[src/hdl/frame_store_pkg.sv]
package frame_store_pkg;

	localparam int BURST_LEN = 8;          // words per burst and per camera block
	localparam int FRAME_BLOCKS = 16;      // blocks per frame region
	localparam int BLOCK_AW = 6;           // bank in [1:0], row above
	localparam int CAS_LAT = 2;
	localparam int REFRESH_INTERVAL = 400;
	localparam int INIT_WAIT = 20;
	localparam int FIFO_DEPTH = 16;

	localparam int PTR_W = $clog2(FRAME_BLOCKS);
	localparam int FIFO_AW = $clog2(FIFO_DEPTH);
	localparam int CNT_W = $clog2(INIT_WAIT + 1);
	localparam int REF_W = $clog2(REFRESH_INTERVAL);
	localparam int T_RFC = 4;              // idle cycles after a refresh command

	// burst length 1, sequential, cas latency in a6:a4
	localparam logic [12:0] MODE_WORD = 13'(CAS_LAT << 4);
	localparam logic [12:0] PRECHARGE_ALL = 13'h0400; // a10 high, all banks

	typedef logic [15:0] pixel_t;

	typedef enum logic {raw, filtered} region_e;

	// encoding is the pin pattern {cs_n, ras_n, cas_n, we_n}
	typedef enum logic [3:0] {
		cmd_nop       = 4'b0111,
		cmd_active    = 4'b0011,
		cmd_read      = 4'b0101,
		cmd_write     = 4'b0100,
		cmd_precharge = 4'b0010,
		cmd_refresh   = 4'b0001,
		cmd_load_mode = 4'b0000
	} sdram_cmd_e;

	typedef struct packed {
		logic        cke;
		logic        cs_n;
		logic        ras_n;
		logic        cas_n;
		logic        we_n;
		logic [12:0] addr;
		logic [1:0]  ba;
	} sdram_bus_t;

	typedef struct packed {
		logic                write;
		logic [BLOCK_AW-1:0] block;
	} mem_req_t;

	typedef enum logic [1:0] {arb_idle, arb_write_wait, arb_read_wait} arb_state_e;

	typedef enum logic [3:0] {
		init_wait, init_pre, init_ref, init_mode, idle,
		activate, burst, cas_wait, precharge, refresh
	} ctrl_state_e;

endpackage

[src/hdl/display_fifo.sv]
module display_fifo import frame_store_pkg::*; (
	input  logic       clk,
	input  logic       rst_n,
	input  logic       push,
	input  pixel_t     din,
	input  logic       pop,
	output pixel_t     dout,
	output logic       empty,
	output logic [4:0] free
);

	pixel_t             mem [FIFO_DEPTH];
	logic [FIFO_AW-1:0] wr_ptr;
	logic [FIFO_AW-1:0] rd_ptr;
	logic [FIFO_AW:0]   count;
	logic [FIFO_AW:0]   count_next;
	logic               do_push;
	logic               do_pop;

	assign free = 5'(FIFO_DEPTH) - count;
	assign do_push = push && (free != '0);
	assign do_pop = pop && !empty;
	assign dout = mem[rd_ptr];  // fwft

	always_comb begin
		count_next = count;
		if (do_push && !do_pop) begin
			count_next = count + 1'b1;
		end else if (do_pop && !do_push) begin
			count_next = count - 1'b1;
		end
	end

	always_ff @(posedge clk) begin
		if (do_push) begin
			mem[wr_ptr] <= din;
		end
	end

	always_ff @(posedge clk or negedge rst_n) begin
		if (!rst_n) begin
			wr_ptr <= '0;
			rd_ptr <= '0;
			count <= '0;
			empty <= 1'b1;
		end else begin
			if (do_push) wr_ptr <= wr_ptr + 1'b1;
			if (do_pop) rd_ptr <= rd_ptr + 1'b1;
			count <= count_next;
			empty <= (count_next == '0);
		end
	end

endmodule

[config.mk]
export PLATFORM = sky130hd
export DESIGN_NAME = display_fifo
export DESIGN_NICKNAME = d
export VERILOG_FILES = /design/src/hdl/frame_store_pkg.sv /design/src/hdl/display_fifo.sv
export SDC_FILE = /design/constraint.sdc
export NUM_CORES = 1
export LEC_CHECK = 0
export ABC_AREA = 1
export BUFFER_PORTS_ARGS = -buffer_cell sky130_fd_sc_hd__buf_2
export CORE_ASPECT_RATIO = 1.25
export CORE_MARGIN = 3
export CORE_UTILIZATION = 66
export DETAILED_ROUTE_END_ITERATION = 10
export GPL_ROUTABILITY_DRIVEN = 0
export PLACE_DENSITY = 0.9
export SETUP_SLACK_MARGIN = 0.02
export SLEW_MARGIN = 10
export SYNTH_ARGS = -nofsm -noshare
export SYNTH_HDL_FRONTEND = slang
export SYNTH_SLANG_ARGS = --single-unit
[constraint.sdc]
create_clock -name clk -period 3.99 [get_ports clk]
set_clock_uncertainty 0.1 [all_clocks]
set_input_delay 0.798 -clock clk [delete_from_list [all_inputs] [get_ports clk]]
set_output_delay 0.798 -clock clk [all_outputs]
set_load 0.05 [all_outputs]
Word level (Yosys, flattened, before mapping)
Memory sizes are Yosys's and may differ from the RTL's. Index checks and enable logic that the tools add are counted.

Multipliers: 0. Divide/modulo/power cells: 0. Add/subtract/negate cells: 5. Eq/ne operators: 0. Muxes and demuxes: 4. Shift operators: 0. $lt $le $gt $ge: 0. Bitwise logic cells: 0. Reductions and logical operators: 9.

Operator list (number): $mux 5 (2); $add 4x1->4 const B (2); $add 5x1->5 const B (1); $logic_not 5->1 (1); $reduce_bool 5->1 (1); $sub 5x1->5 const B (1); $sub 5x5->5 const A (1); $logic_and 1x1->1 (4); $logic_not 1->1 (3); $mux 1 (2).

Bits in registers: 14. Memories: 1. Latch bits: 0. Bits in writable memories: 256. Logic and storage cells: 23. Bits of input ports: 20. Bits in read-only memories: 0.

Memories: mem (depth 16, bits a word 16, rd ports 1, clocked after memory_dff 0, wr ports 1, line display_fifo.sv:12) `pixel_t mem [FIFO_DEPTH];`.

Logic depth before layout (Yosys ltp)
Gate-level depths: netlist of run 1.

Depth after elaboration: 8. Gate-level depth with buffers: 14. Gate-level depth less buffers: 14.

Least setup slack after synthesis of run 1
Ideal clock, no wire load.

Path type: reg-to-reg. From: register count[1]. To: memory mem[11][0] in the netlist's numbering (enable). Arrival time: 2.172 ns. Cell stages (with the launch flop): 12. Setup time: 0.388 ns. Path slack: 1.330 ns. Period minus slack after synthesis: 2.660 ns. Cell sequence: dfrtp_1 inv_1 ha_1 inv_1 nand2_4 nand2_4 nor2_4 nand3_4 nand2_4 inv_2 nand2_1 nor2_1.

Longest elaborated chain between the ends: 5.

RTL lines: from (decl) (line display_fifo.sv:15) `logic [FIFO_AW:0] count;`; from (signal assigned) (line display_fifo.sv:49) `count <= count_next;`; $sub 5x5->5 (line display_fifo.sv:20) `assign free = 5'(FIFO_DEPTH) - count;`; net free[2] (line display_fifo.sv:9) `output logic [4:0] free`; $reduce_bool 5->1 (line display_fifo.sv:21) `assign do_push = push && (free != '0);`; $logic_and 1x1->1 (line display_fifo.sv:21); $mux 1 (line display_fifo.sv:35) `if (do_push) begin`; $mux 1 (implied by the code) (line display_fifo.sv:36) `mem[wr_ptr] <= din;`; to (decl) (line display_fifo.sv:12).

The timed path passes the listed nets, and every way through them passes these cells.

Worst setup path in the final report of run 1
From: register rd_ptr[1]. To: output port dout[12].

Longest elaborated chain between the ends: 1.

RTL lines: from (decl) (line display_fifo.sv:14) `logic [FIFO_AW-1:0] rd_ptr;`; from (signal assigned) (line display_fifo.sv:48) `if (do_pop) rd_ptr <= rd_ptr + 1'b1;`; $mem_v2 16x16; to (decl) (line display_fifo.sv:7) `output pixel_t dout,`.

Every way passes these cells.

==> reports/metrics.yaml, run 1 <==
synth:
  async_flop_share: 0.0519
  synthCells: 755
  netlist-cell-type-count: 32
  seq_area_frac_synth: 0.737
  yosys_warnings: 0
  ys.flop_type: "edfxtp_1"
  synth.top_cell.area_share: 0.704
  netlist_area_um2: 10900
  synth_top_cell_by_area: "edfxtp_1"
  ys_seq_elements: 270
  synth_area_per_cell_um2: 14.5
  synthTopCellsByArea: "edfxtp_1, mux2i_1, nor2_1"
  synth-edff-count: 256
  synth.net_count: 783
cts:
  h-tree-depth: 1
  clockRootBuffer: "clkbuf_16"
  hold_buffers: 0
  path_clk_slew_ns: 0.06
  clock-sinks: 270
  cts_tree: "done"
  cts-buffers-inserted: 24
  post_cts_buffers: 0
  cts_resized: 0
  clk_latency_ns: 0.52
  cts_buffer_depth: 3
sta:
  worst_pin_slew_ns: 0.906
  rsz0062_at_grt: "no"
  drv_slew: 0
  setup_ws_ns: 0.359
  finalSetupTns_ns: 0
  fin_crit_ns: 3.63
  setup_violations: 0
  finalHoldViolations: 0
  relSlewSlack: 0.394
  fin_crit_sh: 0.910
  fmax_mhz: 275
global_route:
  gr-total-overflow: 0
  grt_max_degree: 81
  track_usage: 0.287
  antenna_found_initial: 1
  first_global_vias: 7081
  grt_first_pass_wirelength_mm: 39.1
setup_path:
  crit_family: "flip-flops"
  rr_worst_depth: 12
  path_cells: "buf_12 > o21ai_0 > o221ai_1 > nand3_1 > nand2_1 > buf_2"
  cp.arrival_ns: 2.73
  critPathBufInv: 2
  startpoint_type: "register"
  required_ns: 3.09
  end_kind: "primary output"
  cp.depth: 6
  worstSetupPathType: "register to primary output"
  critical_path.max_fanout: 68
  slowest_stage: "dfrtp_4"
  crit_path_max_incr_delay_ns: 0.89
floorplan:
  core_um2: 15900
  start_util: 0.687
  rows: 51
  io_pins: 42
  die_height_um: 150
  die_w_um: 121
  dieArea_um2: 18100
power:
  switching_share: 0.398
  power_frac_clock: 0.253
  p_leak_nw: 4.31
  p_int_mw: 6.03
  total_power_mw: 10.0
  powerDensity_nw_per_um2: 813
  pwr-share-comb: 0.375
  vdd_drop_max_v: 0.000978
  p_seq_frac: 0.372
  switchingPower_mw: 3.98
placement:
  dpl_cell_area_um2: 11400
  dpl.hpwl_mm: 14.5
  dp_slack_ns: 1.03
  port_buffers: 41
status:
  outcome: "completed"
route:
  drt-pass1-iter-count: 6
  antenna_left: 0
  viasPerCell: 6.81
  drtIter0Drc: 1411
  routed_wl_mm: 25.7
  wl_per_cell_um: 25.0
  drc_errors: 0
  vias: 7025
cells_and_area:
  final_area_um2: 12300
  antennaDiodeCount: 0
  nets: 829
  synthToLayoutAreaGrowth_pct: 12.9
  layout-drive-gt1-share: 0.168
worst_hold_path:
  hp-class: "primary input to asynchronous set/reset pin"
run:
  maxCapViolCount: 0
registers in the layout, summed over array words and instances (netlist names):
signal / cells
count: 5
empty: 1
mem: 256
rd_ptr: 4
wr_ptr: 4
kinds of logic after synthesis:
logic type / after synthesis / share of synthesized area
xor+xnor: 10 / 0.00802
buf+inv: 71 / 0.0268
fa+ha+maj: 8 / 0.00917
flops: 270 / 0.737
mux: 49 / 0.0449
simple gates: 202 / 0.0830
compound gates: 145 / 0.0915
synthesized netlist by cell type (2+ instances only):
cell / count
nand2_4: 5
o32ai_1: 14
clkbuf_1: 32
buf_2: 12
edfxtp_1: 256
nand4_1: 5
clkinv_1: 2
nand3_1: 24
dfrtp_1: 13
o221ai_1: 49
mux2i_1: 49
nand2_1: 38
nand3b_1: 2
inv_2: 4
inv_1: 18
o211ai_1: 14
ha_1: 8
xor2_1: 10
nor2_1: 119
nand2_2: 2
o21ai_0: 67
nor2_4: 2
per-layer routing:
layer	GRT usage	vias up	wire, um
li1	-	2952	-
met1	0.367	3406	8810
met2	0.479	553	13000
met3	0.0495	112	2710
met4	0.140	2	1230
met5	0	-	14
cells in the final DEF, fill, tap and decap left out, types with 11 or more instances in the layout:
cell,instances
nand3_1,24
o32ai_1,14
dfrtp_1,11
nand2_1,38
clkbuf_16,25
mux2i_1,49
o21ai_0,67
o211ai_1,14
edfxtp_1,256
inv_1,18
o221ai_1,49
buf_2,41
nor2_2,13
buf_4,24
nor2_1,107
path summary, 6_finish.rpt:
path | start | to | slack, ns
min in group clk | wr_ptr[2]$_DFFE_PN0P_ | wr_ptr[3]$_DFFE_PN0P_ | 0.54
hold reg to reg | wr_ptr[2]$_DFFE_PN0P_ | wr_ptr[3]$_DFFE_PN0P_ | 0.54
setup / recovery | rd_ptr[1]$_DFFE_PN0P_ | dout[12] | 0.36
setup reg to reg | count[1]$_DFF_PN0_ | mem[1][5]$_DFFE_PP_ | 0.98
hold / removal | rst_n | rd_ptr[0]$_DFFE_PN0P_ | 0.08
max in group asynchronous | rst_n | empty$_DFF_PN1_ | 3.41
through the flow:
stage	cells	hold slack, ns	utilization
2_1_floorplan	755	0.402	-
3_3_place_gp	987	0.493	0.720
3_5_place_dp	987	0.525	0.720
4_1_cts	1031	0.0771	0.775
5_1_grt	1031	0.0787	0.775
6_report	1031	0.0766	0.775
layout make-up:
class                   count  area (um2)
fillers                   769        3570
clock buffers              30         654
inverters                  24        90.1
repair buffers             67         425
well taps                 212         265
multi-input cells         414        2610
clock inverters            14         224
flip-flops and latches    270        8050
power groups by stage:
stage | Clock (mW) | Combinational (mW) | Sequential (mW)
global route | 2.65 | 3.96 | 3.75
CTS | 2.54 | 3.70 | 3.71
floorplan | 0 | 2.75 | 3.62
global placement | 0 | 3.46 | 3.74
finish | 2.54 | 3.75 | 3.72
detailed placement | 0 | 3.62 | 3.77
No activity file was read; power rests on OpenSTA's default activity.
==> run 2, diff against run 1 <==
--- a/config.mk
+++ b/config.mk
@@ -9,10 +9,11 @@
 export BUFFER_PORTS_ARGS = -buffer_cell sky130_fd_sc_hd__buf_2
 export CORE_ASPECT_RATIO = 1.25
 export CORE_MARGIN = 3
-export CORE_UTILIZATION = 66
+export CORE_UTILIZATION = 25
 export DETAILED_ROUTE_END_ITERATION = 10
 export GPL_ROUTABILITY_DRIVEN = 0
-export PLACE_DENSITY = 0.9
+export MAX_ROUTING_LAYER = met4
+export PLACE_DENSITY = 0.45
 export SETUP_SLACK_MARGIN = 0.02
 export SLEW_MARGIN = 10
 export SYNTH_ARGS = -nofsm -noshare
==> run 2 against run 1 <==
Effect of this change:
- clock power increased by 2%
- sequential cell count stayed put
- wire length up 8.7%
- first-iteration DRC count is 64% lower
- sequential power barely moved
==> reports/metrics.yaml, run 2 (synthesized netlist as in run 1, its figures left out) <==
status:
  outcome: "completed"
global_route:
  gr-total-overflow: 0  # unchanged
  grt_first_pass_wirelength_mm: 41.5  # +6.2%
  track_usage: 0.124  # -0.163
  grt_max_degree: 68  # -16%
  antenna_found_initial: 1  # unchanged
  first_global_vias: 6349  # -10%
sta:
  setup_violations: 0  # unchanged
  worst_pin_slew_ns: 0.686  # -0.220 ns
  whs_ns: 0.0660  # -0.0107 ns
  relSlewSlack: 0.542  # +0.149
  finalSetupTns_ns: 0  # unchanged
  rsz0062_at_grt: "no"
  finalHoldViolations: 0  # unchanged
  drv_slew: 0  # unchanged
  fmax_mhz: 271  # -1.7%
  fin_crit_ns: 3.69  # +0.0628 ns
  fin_crit_sh: 0.926  # +0.0157
cells_and_area:
  layout-drive-gt1-share: 0.174  # +0.00541
  largest_register: "mem"
  final_cell_mix: "edfxtp_1, nor2_1, o21ai_0"
  nFillCells: 4264  # +450%
  multi_input_area_um2: 2620  # +0.38%
  seqCellArea_um2: 8050  # about the same
  final_common_cell: "edfxtp_1"
  largest_registers: "mem (256), count (5)"
  nets: 834  # +0.60%
  synthToLayoutAreaGrowth_pct: 17.4
  largest_reg_flops: 256  # unchanged
  antennaDiodeCount: 0  # unchanged
cts:
  cts-buffers-inserted: 28  # +17%
  clockRootBuffer: "clkbuf_16"
  cts_buffer_depth: 3  # unchanged
  h-tree-depth: 1  # unchanged
  cts_tree: "done"
  clock-sinks: 270  # unchanged
  path_clk_slew_ns: 0.06  # about the same
  cts_resized: 0  # unchanged
  post_cts_buffers: 0  # unchanged
  clk_latency_ns: 0.54  # +0.02 ns
  hold_buffers: 0  # unchanged
power:
  switching_share: 0.401  # +0.00284
  p_leak_nw: 4.33  # +0.59%
  powerDensity_nw_per_um2: 785  # -3.4%
  pwr-share-comb: 0.372  # -0.003
  p_int_mw: 6.03  # about the same
  switchingPower_mw: 4.03  # +1.2%
  p_seq_frac: 0.370  # -0.002
  power_frac_clock: 0.259  # +0.006
  vdd_drop_max_v: 0.000426  # -56%
  total_power_mw: 10.1  # +0.48%
floorplan:
  dieArea_um2: 46200  # +150%
  io_pins: 42  # unchanged
  rows: 84  # +65%
  die_w_um: 193  # +59%
  start_util: 0.256  # -0.430
  core_um2: 42600  # +170%
  die_height_um: 240  # +60%
route:
  viasPerCell: 4.60  # -32%
  drc_errors: 0  # unchanged
  drtIter0Drc: 503  # -64%
  antenna_left: 0  # unchanged
  routed_wl_mm: 28.0  # +8.7%
  wl_per_cell_um: 20.2  # -19%
  vias: 6384  # -9.1%
  drt-pass1-iter-count: 5  # -1
setup_path:
  startpoint_type: "register"
  worstSetupPathType: "register to primary output"
  cp.arrival_ns: 2.80  # +0.07 ns
  critical_path.max_fanout: 43  # -37%
  end_kind: "primary output"
  required_ns: 3.09  # about the same
worst_hold_path:
  hp-class: "primary input to asynchronous set/reset pin"
placement:
  port_buffers: 41  # unchanged
  dpl.hpwl_mm: 16.7  # +15%
run:
  maxCapViolCount: 0  # unchanged
run 2: changes by cell type in the layout (fill, tap and decap cells not counted), moves of 2 or more:
cell / change
bufinv_16: -3
clkbuf_1: +6
clkbuf_16: +4
clkinv_1: +2
clkinv_4: +2
clkinvlp_4: -2
nor2_1: -4
nor2_2: +4
run 2: path summary, 6_finish.rpt:
kind                                               to  slack [ns]  cells after the start                  start
worst max register to register   mem[15][8]$_DFFE_PP_        1.09                     12     count[1]$_DFF_PN0_
worst max-delay path                          dout[2]        0.30                      6  rd_ptr[0]$_DFFE_PN0P_
min in group clk                wr_ptr[3]$_DFFE_PN0P_        0.51                      2  wr_ptr[3]$_DFFE_PN0P_
worst min register to register  wr_ptr[3]$_DFFE_PN0P_        0.51                      2  wr_ptr[3]$_DFFE_PN0P_
worst min-delay path               count[1]$_DFF_PN0_        0.07                      1                  rst_n
max in group asynchronous       rd_ptr[0]$_DFFE_PN0P_        3.41                      1                  rst_n
run 2: area by class of cell:
cell class | count | area share
Sequential cell | 270 | 0.628
Timing Repair Buffer | 68 | 0.0348
Multi-Input combinational cell | 414 | 0.205
Clock inverter | 13 | 0.0112
Inverter | 24 | 0.00703
Tap cell | 559 | 0.0546
Clock buffer | 39 | 0.0596
run 2: routing by layer:
| layer | track usage | wire [um] | vias up |
|---|---|---|---|
| met5 | - | 0 | - |
| met4 | 0.0333 | 461 | 0 |
| met3 | 0.0161 | 1210 | 32 |
| met2 | 0.208 | 14300 | 125 |
| met1 | 0.158 | 12000 | 3263 |
| li1 | - | - | 2964 |
run 2: worst max-delay path: stages, from the launching register on:
cell      delay (ns)
dfrtp_4         0.66
buf_4           0.55
mux2i_1         0.42
o221ai_1        0.16
nand3_1         0.15
nand2_1         0.08
buf_2           0.22
run 2: power by group through the flow:
stage | Clock [mW] | Combinational, mW | Sequential (mW)
finish | 2.60 | 3.74 | 3.72
global route | 2.78 | 4.07 | 3.76
detailed placement | 0 | 3.82 | 3.78
CTS | 2.67 | 3.83 | 3.73
global placement | 0 | 3.82 | 3.78
floorplan | 0 | 2.75 | 3.62
run 2: per-stage QoR:
| stage | cells | util | area [um2] | setup slack (ns) |
|---|---|---|---|---|
| floorplan | 755 | - | 10900 | 1.33 |
| global placement | 1335 | 0.280 | 11900 | 0.791 |
| detailed placement | 1335 | 0.280 | 11900 | 0.812 |
| CTS | 1387 | 0.301 | 12800 | 0.221 |
| global route | 1387 | 0.301 | 12800 | 0.114 |
| finish | 1387 | 0.301 | 12800 | 0.297 |
==> run 3, diff against run 2 <==
--- a/config.mk
+++ b/config.mk
@@ -7,7 +7,6 @@
 export LEC_CHECK = 0
 export ABC_AREA = 1
 export BUFFER_PORTS_ARGS = -buffer_cell sky130_fd_sc_hd__buf_2
-export CORE_ASPECT_RATIO = 1.25
 export CORE_MARGIN = 3
 export CORE_UTILIZATION = 25
 export DETAILED_ROUTE_END_ITERATION = 10
@@ -15,7 +14,7 @@
 export MAX_ROUTING_LAYER = met4
 export PLACE_DENSITY = 0.45
 export SETUP_SLACK_MARGIN = 0.02
-export SLEW_MARGIN = 10
+export SLEW_MARGIN = 25
 export SYNTH_ARGS = -nofsm -noshare
 export SYNTH_HDL_FRONTEND = slang
 export SYNTH_SLANG_ARGS = --single-unit
==> run 3 against run 2 <==
Effect of this change:
- die area about the same
- combinational power up 2%
- first-iteration DRC count down 13%
- fmax up 0.58%
- utilization down 0.075 points
- sequential power down 1%
- register-to-register slack worse by 0.06 ns
- non-clock buffer count down 2
- critical path type unchanged
==> reports/metrics.yaml, run 3 (synthesized netlist as in run 1, its figures left out) <==
cells_and_area:
  largest_registers: "mem (256), count (5)"
  final_cell_mix: "edfxtp_1, nor2_1, o21ai_0"
  utilization: 0.300  # -0.000749
  largest_register: "mem"
  nets: 833  # -0.12%
  layout-drive-gt1-share: 0.168  # -0.00543
  final_common_cell: "edfxtp_1"
  largest_reg_flops: 256  # unchanged
  synthToLayoutAreaGrowth_pct: 16.9
  nFillCells: 4272  # +0.19%
  antennaDiodeCount: 0  # unchanged
floorplan:
  dieArea_um2: 46200  # about the same
  rows: 75  # -11%
  io_pins: 42  # unchanged
  die_w_um: 215  # +11%
  die_height_um: 215  # -10%
  start_util: 0.257  # +0.000340
  core_um2: 42500  # -0.13%
sta:
  finalSetupTns_ns: 0  # unchanged
  worst_pin_slew_ns: 0.865  # +0.179 ns
  drv_slew: 0  # unchanged
  finalHoldViolations: 0  # unchanged
  fin_crit_sh: 0.920  # -0.00537
  fin_crit_ns: 3.67  # -0.0214 ns
  relSlewSlack: 0.420  # -0.123
  setup_violations: 0  # unchanged
  rsz0062_at_grt: "no"
  fmax_mhz: 272  # +0.58%
  whs_ns: 0.0424  # -0.0235 ns
setup_path:
  critical_path.max_fanout: 131  # +200%
  cp.arrival_ns: 2.77  # -0.03 ns
  required_ns: 3.09  # about the same
  end_kind: "primary output"
  startpoint_type: "register"
  worstSetupPathType: "register to primary output"
route:
  drc_errors: 0  # unchanged
  drt-pass1-iter-count: 4  # -1
  wl_per_cell_um: 19.9  # -1.4%
  routed_wl_mm: 27.9  # -0.31%
  drtIter0Drc: 440  # -13%
  vias: 6356  # -0.44%
  viasPerCell: 4.53  # -1.5%
  antenna_left: 0  # unchanged
run:
  maxCapViolCount: 0  # unchanged
global_route:
  track_usage: 0.123  # -0.00140
  antenna_found_initial: 0  # -1
  first_global_vias: 6326  # -0.36%
  grt_first_pass_wirelength_mm: 41.9  # +1.0%
  grt_max_degree: 132  # +94%
  gr-total-overflow: 0  # unchanged
power:
  power_frac_clock: 0.244  # -0.015
  p_seq_frac: 0.372  # +0.002
  p_leak_nw: 4.29  # -1.0%
  p_int_mw: 5.83  # -3.3%
  switching_share: 0.410  # +0.00905
  switchingPower_mw: 4.04  # +0.37%
  vdd_drop_max_v: 0.000486  # +14%
  pwr-share-comb: 0.385  # +0.013
  powerDensity_nw_per_um2: 774  # -1.5%
cts:
  path_clk_slew_ns: 0.06  # about the same
  clock-sinks: 270  # unchanged
  cts_tree: "done"
  cts_resized: 0  # unchanged
  hold_buffers: 0  # unchanged
  post_cts_buffers: 0  # unchanged
  clockRootBuffer: "clkbuf_16"
  h-tree-depth: 1  # unchanged
  clk_latency_ns: 0.56  # +0.02 ns
  cts-buffers-inserted: 29  # +3.6%
  cts_buffer_depth: 3  # unchanged
status:
  outcome: "completed"
placement:
  port_buffers: 41  # unchanged
  dpl.hpwl_mm: 15.8  # -5.5%
worst_hold_path:
  hp-class: "primary input to asynchronous set/reset pin"
run 3: cell count changes in the layout (fill, tap and decap cells not counted), sizes merged:
cell      previous run  this run
bufinv               3         0
clkbuf              39        34
clkinv              12        17
inv                 22        23
clkinvlp             0         1
buf                 68        66
run 3: worst paths after layout:
kind                       slack, ns  cells after the start                  start               endpoint
max                             0.32                      6  rd_ptr[0]$_DFFE_PN0P_                dout[7]
min                             0.04                      1                  rst_n     count[2]$_DFF_PN0_
max reg2reg                     1.03                     12     count[1]$_DFF_PN0_   mem[5][13]$_DFFE_PP_
min reg2reg                     0.52                      2  wr_ptr[1]$_DFFE_PN0P_  wr_ptr[3]$_DFFE_PN0P_
max in group asynchronous       3.45                      1                  rst_n        empty$_DFF_PN1_
min in group clk                0.52                      2  wr_ptr[1]$_DFFE_PN0P_  wr_ptr[3]$_DFFE_PN0P_
run 3: metrics by stage:
step           area (um2)  power, mW  worst slack, ns  instances
2_1_floorplan       10900       6.38             1.33        755
3_3_place_gp        11900       7.60            0.915       1351
3_5_place_dp        11900       7.61            0.903       1351
4_1_cts             12800       10.0            0.295       1402
5_1_grt             12800       10.5            0.138       1402
6_report            12800       9.87            0.318       1402
run 3: metal layers:
metal / global-route usage / vias up / share of wire
li1: - / 2972 / -
met3: 0.0201 / 36 / 0.043
met2: 0.204 / 106 / 0.49
met5: - / - / 0
met1: 0.157 / 3242 / 0.45
met4: 0.0297 / 0 / 0.016
run 3: power groups by stage:
stage / sequential, mW / combinational, mW / clock, mW
floorplan: 3.62 / 2.75 / 0
global placement: 3.73 / 3.87 / 0
detailed placement: 3.73 / 3.88 / 0
CTS: 3.67 / 3.88 / 2.47
global route: 3.71 / 4.17 / 2.60
finish: 3.67 / 3.80 / 2.41
run 3: critical path: stages (launching register included):
cell,delay (ns)
dfrtp_4,0.43
buf_12,0.45
nor2_1,0.12
o32ai_1,0.40
o211ai_1,0.15
nand2_1,0.16
buf_2,0.29
run 3: cell type report:
cell class	count	area (um2)	share of cell area
clock buffers	34	744	0.0583
clock inverters	17	93.8	0.00735
inverters	24	90.1	0.00706
multi-input cells	414	2620	0.205
flip-flops and latches	270	8050	0.631
well taps	577	722	0.0566
repair buffers	66	443	0.0347
