==> config.mk <==
export PLATFORM = sky130hd
export DESIGN_NAME = frame_buffer_arbiter
export DESIGN_NICKNAME = d
export VERILOG_FILES = /design/src/hdl/frame_store_pkg.sv /design/src/hdl/frame_buffer_arbiter.sv
export SDC_FILE = /design/constraint.sdc
export NUM_CORES = 1
export LEC_CHECK = 0
export BUFFER_PORTS_ARGS = -buffer_cell sky130_fd_sc_hd__buf_2
export CAP_MARGIN = 20
export CORE_UTILIZATION = 30
export CTS_BUF_LIST = sky130_fd_sc_hd__clkbuf_8
export DETAILED_ROUTE_END_ITERATION = 10
export GPL_TIMING_DRIVEN = 0
export PLACE_DENSITY = 0.7
export SYNTH_ARGS = -nofsm -noshare
export SYNTH_HDL_FRONTEND = slang
export SYNTH_SLANG_ARGS = --single-unit
export TNS_END_PERCENT = 100
==> constraint.sdc <==
create_clock -name clk -period 3.6 [get_ports clk]
set_clock_uncertainty 0.1 [all_clocks]
set_input_delay 0.18 -clock clk [delete_from_list [all_inputs] [get_ports clk]]
set_output_delay 0.18 -clock clk [all_outputs]
set_load 0.01 [all_outputs]
==> src/hdl/frame_store_pkg.sv <==
package frame_store_pkg;

	localparam int BURST_LEN = 8;          // words per burst and per camera block
	localparam int FRAME_BLOCKS = 16;      // blocks per frame region
	localparam int BLOCK_AW = 6;           // bank in [1:0], row above
	localparam int CAS_LAT = 2;
	localparam int REFRESH_INTERVAL = 400;
	localparam int INIT_WAIT = 20;
	localparam int FIFO_DEPTH = 16;

	localparam int PTR_W = $clog2(FRAME_BLOCKS);
	localparam int FIFO_AW = $clog2(FIFO_DEPTH);
	localparam int CNT_W = $clog2(INIT_WAIT + 1);
	localparam int REF_W = $clog2(REFRESH_INTERVAL);
	localparam int T_RFC = 4;              // idle cycles after a refresh command

	// burst length 1, sequential, cas latency in a6:a4
	localparam logic [12:0] MODE_WORD = 13'(CAS_LAT << 4);
	localparam logic [12:0] PRECHARGE_ALL = 13'h0400; // a10 high, all banks

	typedef logic [15:0] pixel_t;

	typedef enum logic {raw, filtered} region_e;

	// encoding is the pin pattern {cs_n, ras_n, cas_n, we_n}
	typedef enum logic [3:0] {
		cmd_nop       = 4'b0111,
		cmd_active    = 4'b0011,
		cmd_read      = 4'b0101,
		cmd_write     = 4'b0100,
		cmd_precharge = 4'b0010,
		cmd_refresh   = 4'b0001,
		cmd_load_mode = 4'b0000
	} sdram_cmd_e;

	typedef struct packed {
		logic        cke;
		logic        cs_n;
		logic        ras_n;
		logic        cas_n;
		logic        we_n;
		logic [12:0] addr;
		logic [1:0]  ba;
	} sdram_bus_t;

	typedef struct packed {
		logic                write;
		logic [BLOCK_AW-1:0] block;
	} mem_req_t;

	typedef enum logic [1:0] {arb_idle, arb_write_wait, arb_read_wait} arb_state_e;

	typedef enum logic [3:0] {
		init_wait, init_pre, init_ref, init_mode, idle,
		activate, burst, cas_wait, precharge, refresh
	} ctrl_state_e;

endpackage

==> src/hdl/frame_buffer_arbiter.sv <==
module frame_buffer_arbiter import frame_store_pkg::*; (
	input  logic       clk,
	input  logic       rst_n,
	input  logic [9:0] cam_level,
	input  pixel_t     cam_data,
	input  region_e    cam_region,
	output logic       rd_camera,
	input  logic       scan_en,
	input  region_e    view,
	input  logic [4:0] fifo_free,
	input  logic       ready,
	output logic       req_valid,
	output mem_req_t   req,
	input  logic       wr_strobe,
	output pixel_t     wr_data
);

	arb_state_e       state;
	logic             pend;      // request built, not yet taken
	mem_req_t         req_q;
	logic [PTR_W-1:0] wr_ptr;
	logic [PTR_W-1:0] rd_ptr;
	logic             want_write;
	logic             want_read;

	// filtered frame sits FRAME_BLOCKS blocks above raw
	function automatic logic [BLOCK_AW-1:0] block_addr(
		input region_e          r,
		input logic [PTR_W-1:0] p
	);
		logic [BLOCK_AW-1:0] base;
		base = (r == filtered) ? BLOCK_AW'(FRAME_BLOCKS) : '0;
		return base + BLOCK_AW'(p);
	endfunction

	function automatic logic [PTR_W-1:0] next_ptr(input logic [PTR_W-1:0] p);
		logic [PTR_W-1:0] n;
		n = (p == PTR_W'(FRAME_BLOCKS - 1)) ? '0 : p + 1'b1;
		return n;
	endfunction

	assign want_write = cam_level >= 10'(BURST_LEN);
	assign want_read = scan_en && (fifo_free >= 5'(BURST_LEN));

	assign req_valid = pend && ready;
	assign req = req_q;

	// camera fifo is fwft, word is on cam_data in the strobe cycle
	assign rd_camera = wr_strobe;
	assign wr_data = cam_data;

	// writes win over reads
	always_ff @(posedge clk) begin
		if (state == arb_idle && ready) begin
			if (want_write) begin
				req_q.write <= 1'b1;
				req_q.block <= block_addr(cam_region, wr_ptr);
			end else if (want_read) begin
				req_q.write <= 1'b0;
				req_q.block <= block_addr(view, rd_ptr);
			end
		end
	end

	always_ff @(posedge clk or negedge rst_n) begin
		if (!rst_n) begin
			state <= arb_idle;
			pend <= 1'b0;
			wr_ptr <= '0;
			rd_ptr <= '0;
		end else begin
			case (state)
				arb_idle: begin
					if (ready && want_write) begin
						pend <= 1'b1;
						state <= arb_write_wait;
					end else if (ready && want_read) begin
						pend <= 1'b1;
						state <= arb_read_wait;
					end
				end
				arb_write_wait: begin
					if (req_valid) begin
						pend <= 1'b0;
						wr_ptr <= next_ptr(wr_ptr);
					end else if (!pend && ready) begin  // burst done
						state <= arb_idle;
					end
				end
				arb_read_wait: begin
					if (req_valid) begin
						pend <= 1'b0;
						rd_ptr <= next_ptr(rd_ptr);
					end else if (!pend && ready) begin
						state <= arb_idle;
					end
				end
				default: begin
					pend <= 1'b0;
					state <= arb_idle;
				end
			endcase
		end
	end

endmodule

Word-level counts from Yosys, hierarchy flattened
Index checks and enable logic that the tools add are counted.

storage, ports and cells
  register bits after elaboration = 18
  latch bits = 0
  memory bits (writable) = 0
  ROM bits = 0
  bits of input ports = 38
  output and inout port bits = 25
  word-level logic and storage cells = 50
  memories = 0

cells by class
  add/subtract/negate cells = 4
  multipliers = 0
  div/mod/pow operators = 0
  order comparisons = 2
  eq/ne operators = 8
  shift-type cells = 0
  muxes and demuxes = 15
  bitwise operators = 0
  reduce and logical (&&, ||, !) cells = 15

operators with widths
  kind                   number
  $add A5 B4 Y6          2
  $ge A10 B4 Y1 const B  1
  $mux W5                2
  $add A4 B1 Y4 const B  2
  $eq A4 B4 Y1 const B   2
  $mux W2                4
  $mux W4                2
  $reduce_and A2 Y1      4
  $mux W7                1
  $logic_and A1 B1 Y1    6
  $mux W6                1
  $ge A5 B4 Y1 const B   1
  $ne A2 B1 Y1 const B   2
  $pmux W2 S2            1
  $mux W1                3
  $ne A3 B1 Y1 const B   1
  $reduce_and A3 Y1      1
  $eq A2 B1 Y1 const B   1
  $eq A2 B2 Y1 const B   1
  $logic_not A2 Y1       1
  $ne A2 B2 Y1 const B   1
  $pmux W1 S2            1
  $reduce_bool A2 Y1     1
  $reduce_or A2 Y1       1
  $logic_not A1 Y1       1

Longest topological paths before layout
Gate-level depths: netlist (run 1).

  word-level depth = 6
  gate-level depth with buffers = 5
  depth with buffers taken out = 5

Least setup slack after synthesis (run 1)
No wires, ideal clock.

  path kind = input to register
  start point = input cam_level[5]
  end point = register req_q, in the netlist req[0] (data pin)
  library setup time = 260 ps
  data arrival time = 1226 ps
  data required time = 3240 ps
  setup slack = 2014 ps
  cell stages on the path = 4
  buffers on the path = 0
  cell sequence = or4_4 > nor2_4 > inv_2 > mux2_4

on the way
  word-level cells in the longest chain between the ends = 2

RTL lines
  what                RTL line                    RTL
  start: declaration  frame_buffer_arbiter.sv:4   input logic [9:0] cam_level,
  $ge A10 B4 Y1       frame_buffer_arbiter.sv:42  assign want_write = cam_level >= 10'(BURST_LEN);
  $mux W6             frame_buffer_arbiter.sv:55  if (want_write) begin
  end: declaration    frame_buffer_arbiter.sv:20  mem_req_t req_q;

No other way between the ends.
A chain may end at the register's enable or synchronous reset.

Final worst setup path (run 1)
  start point = register state[0]
  end point = register req_q, in the netlist req[3] (enable)

on the way
  word-level cells in the longest chain between the ends = 3

RTL lines
  what                                RTL line                    RTL
  start: declaration                  frame_buffer_arbiter.sv:18  arb_state_e state;
  start signal: assignment            frame_buffer_arbiter.sv:67  state <= arb_idle;
  start signal: assignment            frame_buffer_arbiter.sv:76  state <= arb_write_wait;
  start signal: assignment            frame_buffer_arbiter.sv:79  state <= arb_read_wait;
  $logic_not A2 Y1                    frame_buffer_arbiter.sv:54  if (state == arb_idle && ready) begin
  $logic_and A1 B1 Y1                 frame_buffer_arbiter.sv:54
  $reduce_and A2 Y1 (no source line)  --

No other way between the ends.

==> results of run 1 <==
-- cell type report --
class                   instances  area [um2]
repair buffers                 38         195
flip-flops and latches         17         455
inverters                       6        22.5
multi-input cells              53         408
plain buffers                  20         143
clock buffers                   3        41.3
clock inverters                 1        5.00
well taps                      44        55.1
fillers                       329        1830
-- worst paths after layout --
check / from / cells after the start / slack (ns) / endpoint
min in group asynchronous: rst_n / 2 / 0.23 / pend
max reg2reg: state[0] / 4 / 1.89 / req[3]
min: view / 2 / 0.13 / req[4]
max: state[0] / 4 / 1.89 / req[3]
max in group asynchronous: rst_n / 2 / 2.96 / wr_ptr[0]
min reg2reg: wr_ptr[3] / 1 / 0.42 / wr_ptr[3]
-- metrics by stage --
stage                     utilization  std cells  setup WS [ns]
final                           0.420        182           1.89
after global routing            0.420        182           1.76
after CTS                       0.420        182           1.88
after detailed placement        0.402        177           1.84
after global placement          0.402        177           1.86
after floorplan                     -         96           2.01
-- worst max-delay path: cells and delay by family, from the launching register on --
kind,cells,cell delay (ns)
flops,1,0.39
buf+inv,1,0.11
simple gates,2,0.53
fa+ha+maj,1,0.22
-- power by group through the flow --
stage / sequential [W] / clock [W] / combinational [W]
final: 0.000314 / 0.000142 / 0.000280
after global routing: 0.000322 / 0.000158 / 0.000312
after CTS: 0.000313 / 0.000145 / 0.000280
after detailed placement: 0.000317 / 0 / 0.000275
after global placement: 0.000314 / 0 / 0.000266
after floorplan: 0.000316 / 0 / 0.000197
-- state kept, by name (all words and copies together) (netlist names) --
name,cells
pend,1
rd_ptr,4
wr_ptr,4
state,2
req,6
-- logic make-up after synthesis --
group / share of synthesized area
flops: 0.443
mux: 0.0876
xor+xnor: 0.0170
simple gates: 0.0985
buf+inv: 0.161
compound gates: 0.129
other cells: 0.00365
fa+ha+maj: 0.0608
-- timing repair --
action,in CTS,in global routing
hold buffers,1,0
endpoints found under the hold margin,11,0
endpoints found under the setup margin,0,0
-- cells in the mapped netlist, types with 2 or more instances --
cell / count / share of area
a311oi_1: 2 / 0.017
xnor2_1: 2 / 0.017
clkbuf_1: 2 / 0.0073
nand4_1: 2 / 0.012
inv_1: 5 / 0.018
ha_1: 5 / 0.061
edfxtp_1: 6 / 0.18
or3_1: 2 / 0.012
o31ai_1: 2 / 0.015
dfrtp_1: 11 / 0.27
a21oi_1: 5 / 0.024
a31oi_1: 2 / 0.012
mux2_4: 3 / 0.044
nand2_1: 5 / 0.018
o21ai_0: 3 / 0.015
nand3_1: 4 / 0.019
a21o_1: 2 / 0.015
mux2_2: 4 / 0.044
buf_4: 18 / 0.13
-- metal layers --
layer	global-route usage	share of wire	vias up
li1	-	-	409
met1	0.127	0.40	391
met5	0	0	-
met4	0.0584	0	0
met2	0.207	0.50	48
met3	0.0320	0.095	0
-- cell usage in the layout, fill, tap and decap left out, drive strengths merged, types with 3 or more instances in the layout --
cell and count:
a21oi 5, edfxtp 6, ha 5, buf 55, inv 6, nand2 5
nand3 4, clkbuf 5, mux2 7, dfrtp 11, o21ai 3
==> summary.md, run 1 <==
| Metric | Value |
|---|---|
| CTS clock-pin slew for the worst setup and hold paths | around 0.07 ns |
| Avg WL per Cell | about 11 um |
| FMAX | ~0.6 GHz |
| CP required | around 3.4 ns |
| Clk network pwr share | 0.193 |
| Iter 0 DRT Violations | 17 |
| Post-synth EDFFs | 6 |
| Die Width | approximately 61 um |
| Post-synthesis area per instance | 10.7 um2 |
| First-pass GRT wire length | approximately 3.1 mm |
| Num rows | 20 |
| Final number of setup-violating endpoints | 0 |
| Grt total ovfl | 0 |
| Slowest cell on crit path | nor2_1 |
| RSZ-0062 raised after global routing | false |
| Ys async rst share | 0.647 |
| Hold Vio Cnt, Final | 0 |
| DIE HEIGHT | slightly above 60 um |
| P_sw | roughly 0.00026 W |
| Via count | 848 |
| Hold WC Path Type | input port to register |
| Clk_lat worst skew | 0.25 ns |
| Synth Instances | 96 |
| CTS max path bufs | 2 |
| Static Leak | 0.646 nW |
| H-tree levels | 1 |
| Total track usage | 0.117 |
| Largest net degree at the start of global routing | 12 |
| Pins over their slew limit | 0 |
| WL final | 1.93 mm |
| Slowest cell delay on critical path | about 0.43 ns |
| Tot Pwr | 0.000735 W |
| Ys flop type | dfrtp_1 |
| Max Cap Viol | 0 |
| Post-route DRC | 0 |
| Fin area | 1330 um2 |
| DP HPWL | 1.54 mm |
| Setup Buffers After CTS | 0 |
| Vias in the first global route | 757 |
| Kind of critical path | register to register |
| Worst setup EP type | register |
| Number of vias per cell | roughly 4.7 |
| Cts repair resizes | 0 |
| Run status | finished, final reports clean |
| Initial antenna violation count | 0 |
| Part of the Yosys area used for sequential elements | 0.443 |
| Layout area overhead | 28.8% |
| Synthesis-stage register bit count | 17 |
| Reg power frac | 0.427 |
| Crit path cell chain | inv_1, ha_1, nand2_1, nor2_1 |
| Die area | 3670 um2 |
| Worst EP arrival | 1.50 ns |
| Max FO, Critical Path | 6 |
| Sw Share | 0.349 |
| Pint | 0.000479 W |
| Final hold slack | 0.128 ns |
| Core area | 3150 um2 |
| Pwr per Cell Area | 555 nW/um2 |
| Syn. warnings | 0 |
| CTS buffer count | 3 |
| Nets | 182 |
| Yosys cell types | 30 |
| CP startpoint kind | register |
| Final min period | 1.71 ns |
| Fin crit share | 0.474 |
| Setup_tns | 0 ns |
| Synthesized net count | 139 |
| Netlist Area Pre-Place | 1030 um2 |
| Layout cell share with drive strength beyond 1 | 0.500 |
| DRT Pass-1 Iters | 4 |
| Detail Route Antenna Nets | 0 |
| Clock tree from TritonCTS | done |
| Top Ports | 63 |
| Maximum vdd ir drop | 0.150 mV |
| Placer Congestion | 0.854 |
| Clock sinks | 17 |
| Comb pwr share | 0.381 |
| CTS root buf | clkbuf_8 |
| Initial Utilization | 0.326 |
| Antenna diodes | 0 |
| Placed cell area | 1270 um2 |
| Count of input and output buffers | 37 |
Power figures use the tool's default switching activity.
==> run 2: changes to the inputs <==
==> constraint.sdc (replaced) <==
create_clock -name clk -period 1.6 [get_ports clk]
set_clock_uncertainty 0.1 [all_clocks]
set_input_delay 0.08 -clock clk [delete_from_list [all_inputs] [get_ports clk]]
set_output_delay 0.08 -clock clk [all_outputs]
set_load 0.01 [all_outputs]
==> run 2 against run 1 <==
Net effect: final cell count did not move; via count rose by 0.12%; routed wire length fell by 0.31%; flip-flop and latch count did not move; fmax rose by 12%; largest power group unchanged; critical path depth rose by 1; utilization rose by 0.24 points; global-route usage did not move; largest cell class unchanged; clock-buffer cell count did not move; critical path type unchanged; clock power rose by 120%; first-iteration DRC count fell by 5.9%.
==> summary.md, run 2 (synthesis gave the netlist of run 1 again) <==
| Metric | Value |
|---|---|
| Run status | finished, final reports clean |
| CP required | 1.67 ns |
| Clock tree from TritonCTS | done |
| Max FO, Critical Path | 4 |
| Slowest cell on crit path | dfrtp_1 |
| Total track usage | 0.117 |
| First-pass GRT wire length | 3.14 mm |
| Worst path bufs/invs | 2 |
| DIE HEIGHT | 60.6 um |
| Final hold slack | 0.0286 ns |
| Top delay family on crit path | flip-flops |
| Count of input and output buffers | 37 |
| DP HPWL | 1.54 mm |
| Final min period | 1.53 ns |
| CTS root buf | clkbuf_8 |
| Layout area overhead | 29.6% |
| RSZ-0062 raised after global routing | false |
| FMAX | around 0.65 GHz |
| Clock sinks | 17 |
| Max Cap Viol | 0 |
| Core area | 3150 um2 |
| Layout cell share with drive strength beyond 1 | 0.507 |
| Grt total ovfl | 0 |
| Num rows | 20 |
| Antenna diodes | 0 |
| CTS clock-pin slew for the worst setup and hold paths | about 0.06 ns |
| Reg2reg path depth | 5 |
| Number of vias per cell | 4.66 |
| Post-route DRC | 0 |
| Avg WL per Cell | about 11 um |
| Static Leak | 0.647 nW |
| Vias in the first global route | 757 |
| Kind of critical path | register to register |
| Iter 0 DRT Violations | 16 |
| Most common cell after layout, fill and taps aside | buf_2 |
| Top Ports | 63 |
| CTS buffer count | 3 |
| Worst Setup EP | state[1] |
| R2R Path End | state[1] |
| Pins over their slew limit | 0 |
| Fin crit share | 0.955 |
| Hold WC Path Type | input port to register |
| Maximum vdd ir drop | 0.336 mV |
| Crit path cell chain | inv_1, ha_1, inv_1, or3_1, a31oi_1 |
| Die Width | about 61 um |
| Worst setup EP type | register |
| Pwr per Cell Area | 1250 nW/um2 |
| CP startpoint kind | register |
| Worst Setup SP | state[0] |
| DRT Pass-1 Iters | 4 |
| R2R Path Start | state[0] |
| Reg-to-reg slack, setup | just over 0.07 ns |
| Initial Utilization | 0.326 |
| H-tree levels | 1 |
| Most frequent cells in the layout | 37 x buf_2, 18 x buf_4, 11 x dfrtp_1 |
| Die area | between 3000 and 4000 um2 |
| WL final | approximately 1.9 mm |
| Nets | around 180 |
| Initial antenna violation count | 0 |
| CP dominant cell by count | inv_1 |
| Worst EP arrival | about 1.6 ns |
| Detail Route Antenna Nets | 0 |
| Via count | 849 |
| Largest register FFs | 6 |
| CTS max path bufs | 2 |
| Slowest cell delay on critical path | 0.39 ns |
| Hold Vio Cnt, Final | 0 |
| Placer Congestion | 0.854 |
| Levels on crit path | 5 |
| Largest net degree at the start of global routing | 12 |
| Tot Pwr | 0.00166 W |
| Final number of setup-violating endpoints | 0 |
| Clk_lat worst skew | 0.25 ns |
[run 2: cell counts in the layout (fill, tap and decap cells not counted)]
Identical to the previous run, type by type.
[run 2: metal layers]
layer	GRT usage	up-vias	share of wire
li1	-	408	-
met5	0	-	0
met2	0.207	52	0.49
met1	0.127	389	0.41
met4	0.0584	0	0
met3	0.0320	0	0.10
[run 2: report_power, final]
group          switching (W)  total [W]  internal (W)  leakage [nW]
Sequential          0.000106   0.000707      0.000601         0.199
Clock               0.000142   0.000315      0.000173        0.0255
Combinational       0.000330   0.000640      0.000310         0.422
Total               0.000579    0.00166       0.00108         0.647
[run 2: worst min-delay path by stage]
stage | end | from | slack (ns) | cells past startpoint
final | req[4] | view | 0.03 | 2
after global routing | req[4] | view | 0.02 | 2
after CTS | req[4] | view | 0.03 | 2
after floorplan | pend | rst_n | -0.32 | 0
after detailed placement | pend | rst_n | -0.13 | 1
after global placement | pend | rst_n | -0.14 | 1
[run 2: final cells by class]
| type | count | area [um2] |
|---|---|---|
| fill | 329 | 1820 |
| sequential | 17 | 455 |
| multi-input combinational | 53 | 415 |
| timing repair buffer | 38 | 195 |
| buffer | 20 | 143 |
| tap | 44 | 55.1 |
| clock buffer | 3 | 41.3 |
| inverter | 6 | 22.5 |
| clock inverter | 1 | 5.00 |
[run 2: per-stage QoR]
stage,cells,setup slack [ns],setup TNS [ns],area [um2],util
floorplan,96,0.0892,0,1030,-
global placement,177,-0.0480,-0.408,1270,0.402
detailed placement,177,-0.101,-0.808,1270,0.402
CTS,182,0.0253,0,1330,0.421
global route,182,0.0169,0,1330,0.423
finish,182,0.0728,0,1330,0.423
[run 2: worst reg2reg max path, stage by stage, from the launching register on]
cell and delay (ns):
dfrtp_1 0.39, inv_1 0.11, ha_1 0.22, inv_1 0.07, or3_1 0.38, a31oi_1 0.19
[run 2: what timing repair did]
item,4_1_cts,5_1_grt
gates resized for setup,1,1
endpoints found under the hold margin,11,0
setup buffers,0,0
endpoints found under the setup margin,6,6
hold buffers,1,0
==> run 3: changes to the inputs <==
--- a/config.mk
+++ b/config.mk
@@ -5,13 +5,13 @@
 export SDC_FILE = /design/constraint.sdc
 export NUM_CORES = 1
 export LEC_CHECK = 0
-export BUFFER_PORTS_ARGS = -buffer_cell sky130_fd_sc_hd__buf_2
 export CAP_MARGIN = 20
 export CORE_UTILIZATION = 30
 export CTS_BUF_LIST = sky130_fd_sc_hd__clkbuf_8
 export DETAILED_ROUTE_END_ITERATION = 10
+export DONT_BUFFER_PORTS = 1
 export GPL_TIMING_DRIVEN = 0
-export PLACE_DENSITY = 0.7
+export PLACE_DENSITY = 0.55
 export SYNTH_ARGS = -nofsm -noshare
 export SYNTH_HDL_FRONTEND = slang
 export SYNTH_SLANG_ARGS = --single-unit
==> run 3 against run 2 <==
Net effect: hold slack better by 0.043 ns; sequential power rose by 2.8%; routed wire length decreased by 6.7%; clock power grew 3%; global-route usage down 0.56 points; clock-buffer cell count stayed put; first-iteration DRC count fell by 38%; sequential share of layout area grew 4.8 points; final cell count down 19%; power down 3.2%; largest power group unchanged; critical path depth unchanged.
==> summary.md, run 3 (synthesis gave the netlist of run 1 again) <==
| Metric | Value |
|---|---|
| Run status | finished, final reports clean |
| Count of input and output buffers | 0 |
| Detail Route Antenna Nets | 0 |
| Number of vias per cell | approximately 5 |
| Fin cells | 147 |
| Top Ports | 63 |
| Max FO, Critical Path | 4 |
| Worst EP arrival | 1.58 ns |
| Nets | 147 |
| Die Width | 60.6 um |
| Hold Vio Cnt, Final | 0 |
| Slew @ Worst Pin | 0.530 ns |
| Pins over their slew limit | 0 |
| DP HPWL | 1.42 mm |
| Initial antenna violation count | 0 |
| Maximum vdd ir drop | 0.456 mV |
| Worst setup EP type | register |
| Final hold slack | a little over 0.07 ns |
| Min-Delay Endpoint | state[1] |
| CP startpoint kind | register |
| Iter 0 DRT Violations | 10 |
| Clock tree from TritonCTS | done |
| Num rows | 20 |
| Layout cell share with drive strength beyond 1 | 0.330 |
| Final number of setup-violating endpoints | 0 |
| Most common cell after layout, fill and taps aside | buf_4 |
| Hold path depth | 3 |
| Hold WC Path Type | input port to register |
| Pwr per Cell Area | between 1000 and 1500 nW/um2 |
| CTS max path bufs | 2 |
| CTS clock-pin slew for the worst setup and hold paths | 0.06 ns |
| Core area | 3150 um2 |
| CTS root buf | clkbuf_8 |
| First-pass GRT wire length | about 2.9 mm |
| Reg2reg path depth | 5 |
| Cells after DPL | 140 |
| Post-route DRC | 0 |
| Final min period | 1.50 ns |
| Reg-to-reg slack, setup | 0.1 ns |
| Die area | between 3000 and 4000 um2 |
| Largest register FFs | 6 |
| Initial Utilization | 0.326 |
| Total track usage | 0.111 |
| Largest net degree at the start of global routing | 12 |
| Relative slew slack | 0.645 |
| Avg WL per Cell | about 12 um |
| Number of fill cells in the layout | 327 |
| Placer Congestion | 0.829 |
| Antenna diodes | 0 |
| CTS buffer count | 3 |
| WL final | ~1.8 mm |
| DIE HEIGHT | just over 60 um |
| CP required | ~1.7 ns |
| H-tree levels | 1 |
| Max Cap Viol | 0 |
| R2R Path End | state[1] |
| Static Leak | 0.508 nW |
| Setup Slack @ Placement | -0.106 ns |
| Kind of critical path | register to register |
| Fin crit share | 0.940 |
| Most frequent cells in the layout | 18 x buf_4, 11 x dfrtp_1, 6 x edfxtp_1 |
| FMAX | 0.665 GHz |
| DRT Pass-1 Iters | 6 |
| R2R Path Start | state[0] |
| Worst Min Path Start | cam_level[3] |
| Via count | approximately 710 |
| Clk_lat worst skew | 0.26 ns |
| Clock sinks | 17 |
| Grt total ovfl | 0 |
| Post-route setup slack | 0.0965 ns |
| Vias in the first global route | 666 |
| Setup Buffers After CTS | 0 |
| Layout area overhead | 13.7% |
## run 3: cell types whose count changed in the layout (fill, tap and decap cells not counted), sizes merged
| cell | before | now |
|---|---|---|
| dlygate4sd3 | 1 | 3 |
| buf | 55 | 18 |
## run 3: worst max-delay path, stage by stage (launching register included)
cell and delay, ns:
dfrtp_1 0.40, inv_1 0.11, ha_2 0.21, inv_1 0.05, or3_1 0.37, a31oi_1 0.17
## run 3: worst max path at each step
stage	start	to	slack [ns]
final	state[0]	state[1]	0.1
after global routing	state[0]	state[1]	-0.003
after CTS	state[0]	req[1]	0.03
after detailed placement	state[0]	req[2]	-0.11
after global placement	state[0]	req[3]	-0.07
after floorplan	state[0]	req[0]	0.09
## run 3: timing repair
action,in CTS,in global routing
setup endpoints to repair,6,7
gates resized for setup,1,2
gates cloned,0,0
endpoints found under the hold margin,12,0
hold buffers,3,0
## run 3: power breakdown
part	internal (W)	switching, W
Sequential	0.000603	0.000124
Clock	0.000173	0.000150
Combinational	0.000271	0.000287
## run 3: per-layer routing
layer / vias up / part of all wire / wire length, um / GRT usage
li1: 338 / - / - / -
met4: 0 / 0.028 / 51 / 0.0779
met2: 43 / 0.46 / 823 / 0.182
met1: 328 / 0.42 / 757 / 0.121
met3: 5 / 0.088 / 158 / 0.0362
met5: - / 0 / 0 / 0
## run 3: metrics by stage
stage	TNS (ns)	util	total power, W	cell area (um2)
6_report	0	0.371	0.00161	1170
2_1_floorplan	0	-	0.00116	1030
4_1_cts	0	0.369	0.00161	1160
5_1_grt	-0.00344	0.371	0.00173	1170
3_5_place_dp	-0.637	0.344	0.00127	1080
3_3_place_gp	-0.402	0.344	0.00125	1080
## run 3: final cells by class
class	count	area (um2)	area share
plain buffers	20	143	0.122
clock buffers	3	41.3	0.0353
clock inverters	1	5.00	0.00428
inverters	6	22.5	0.0193
multi-input cells	53	418	0.357
flip-flops and latches	17	455	0.389
well taps	44	55.1	0.0471
repair buffers	3	30.0	0.0257
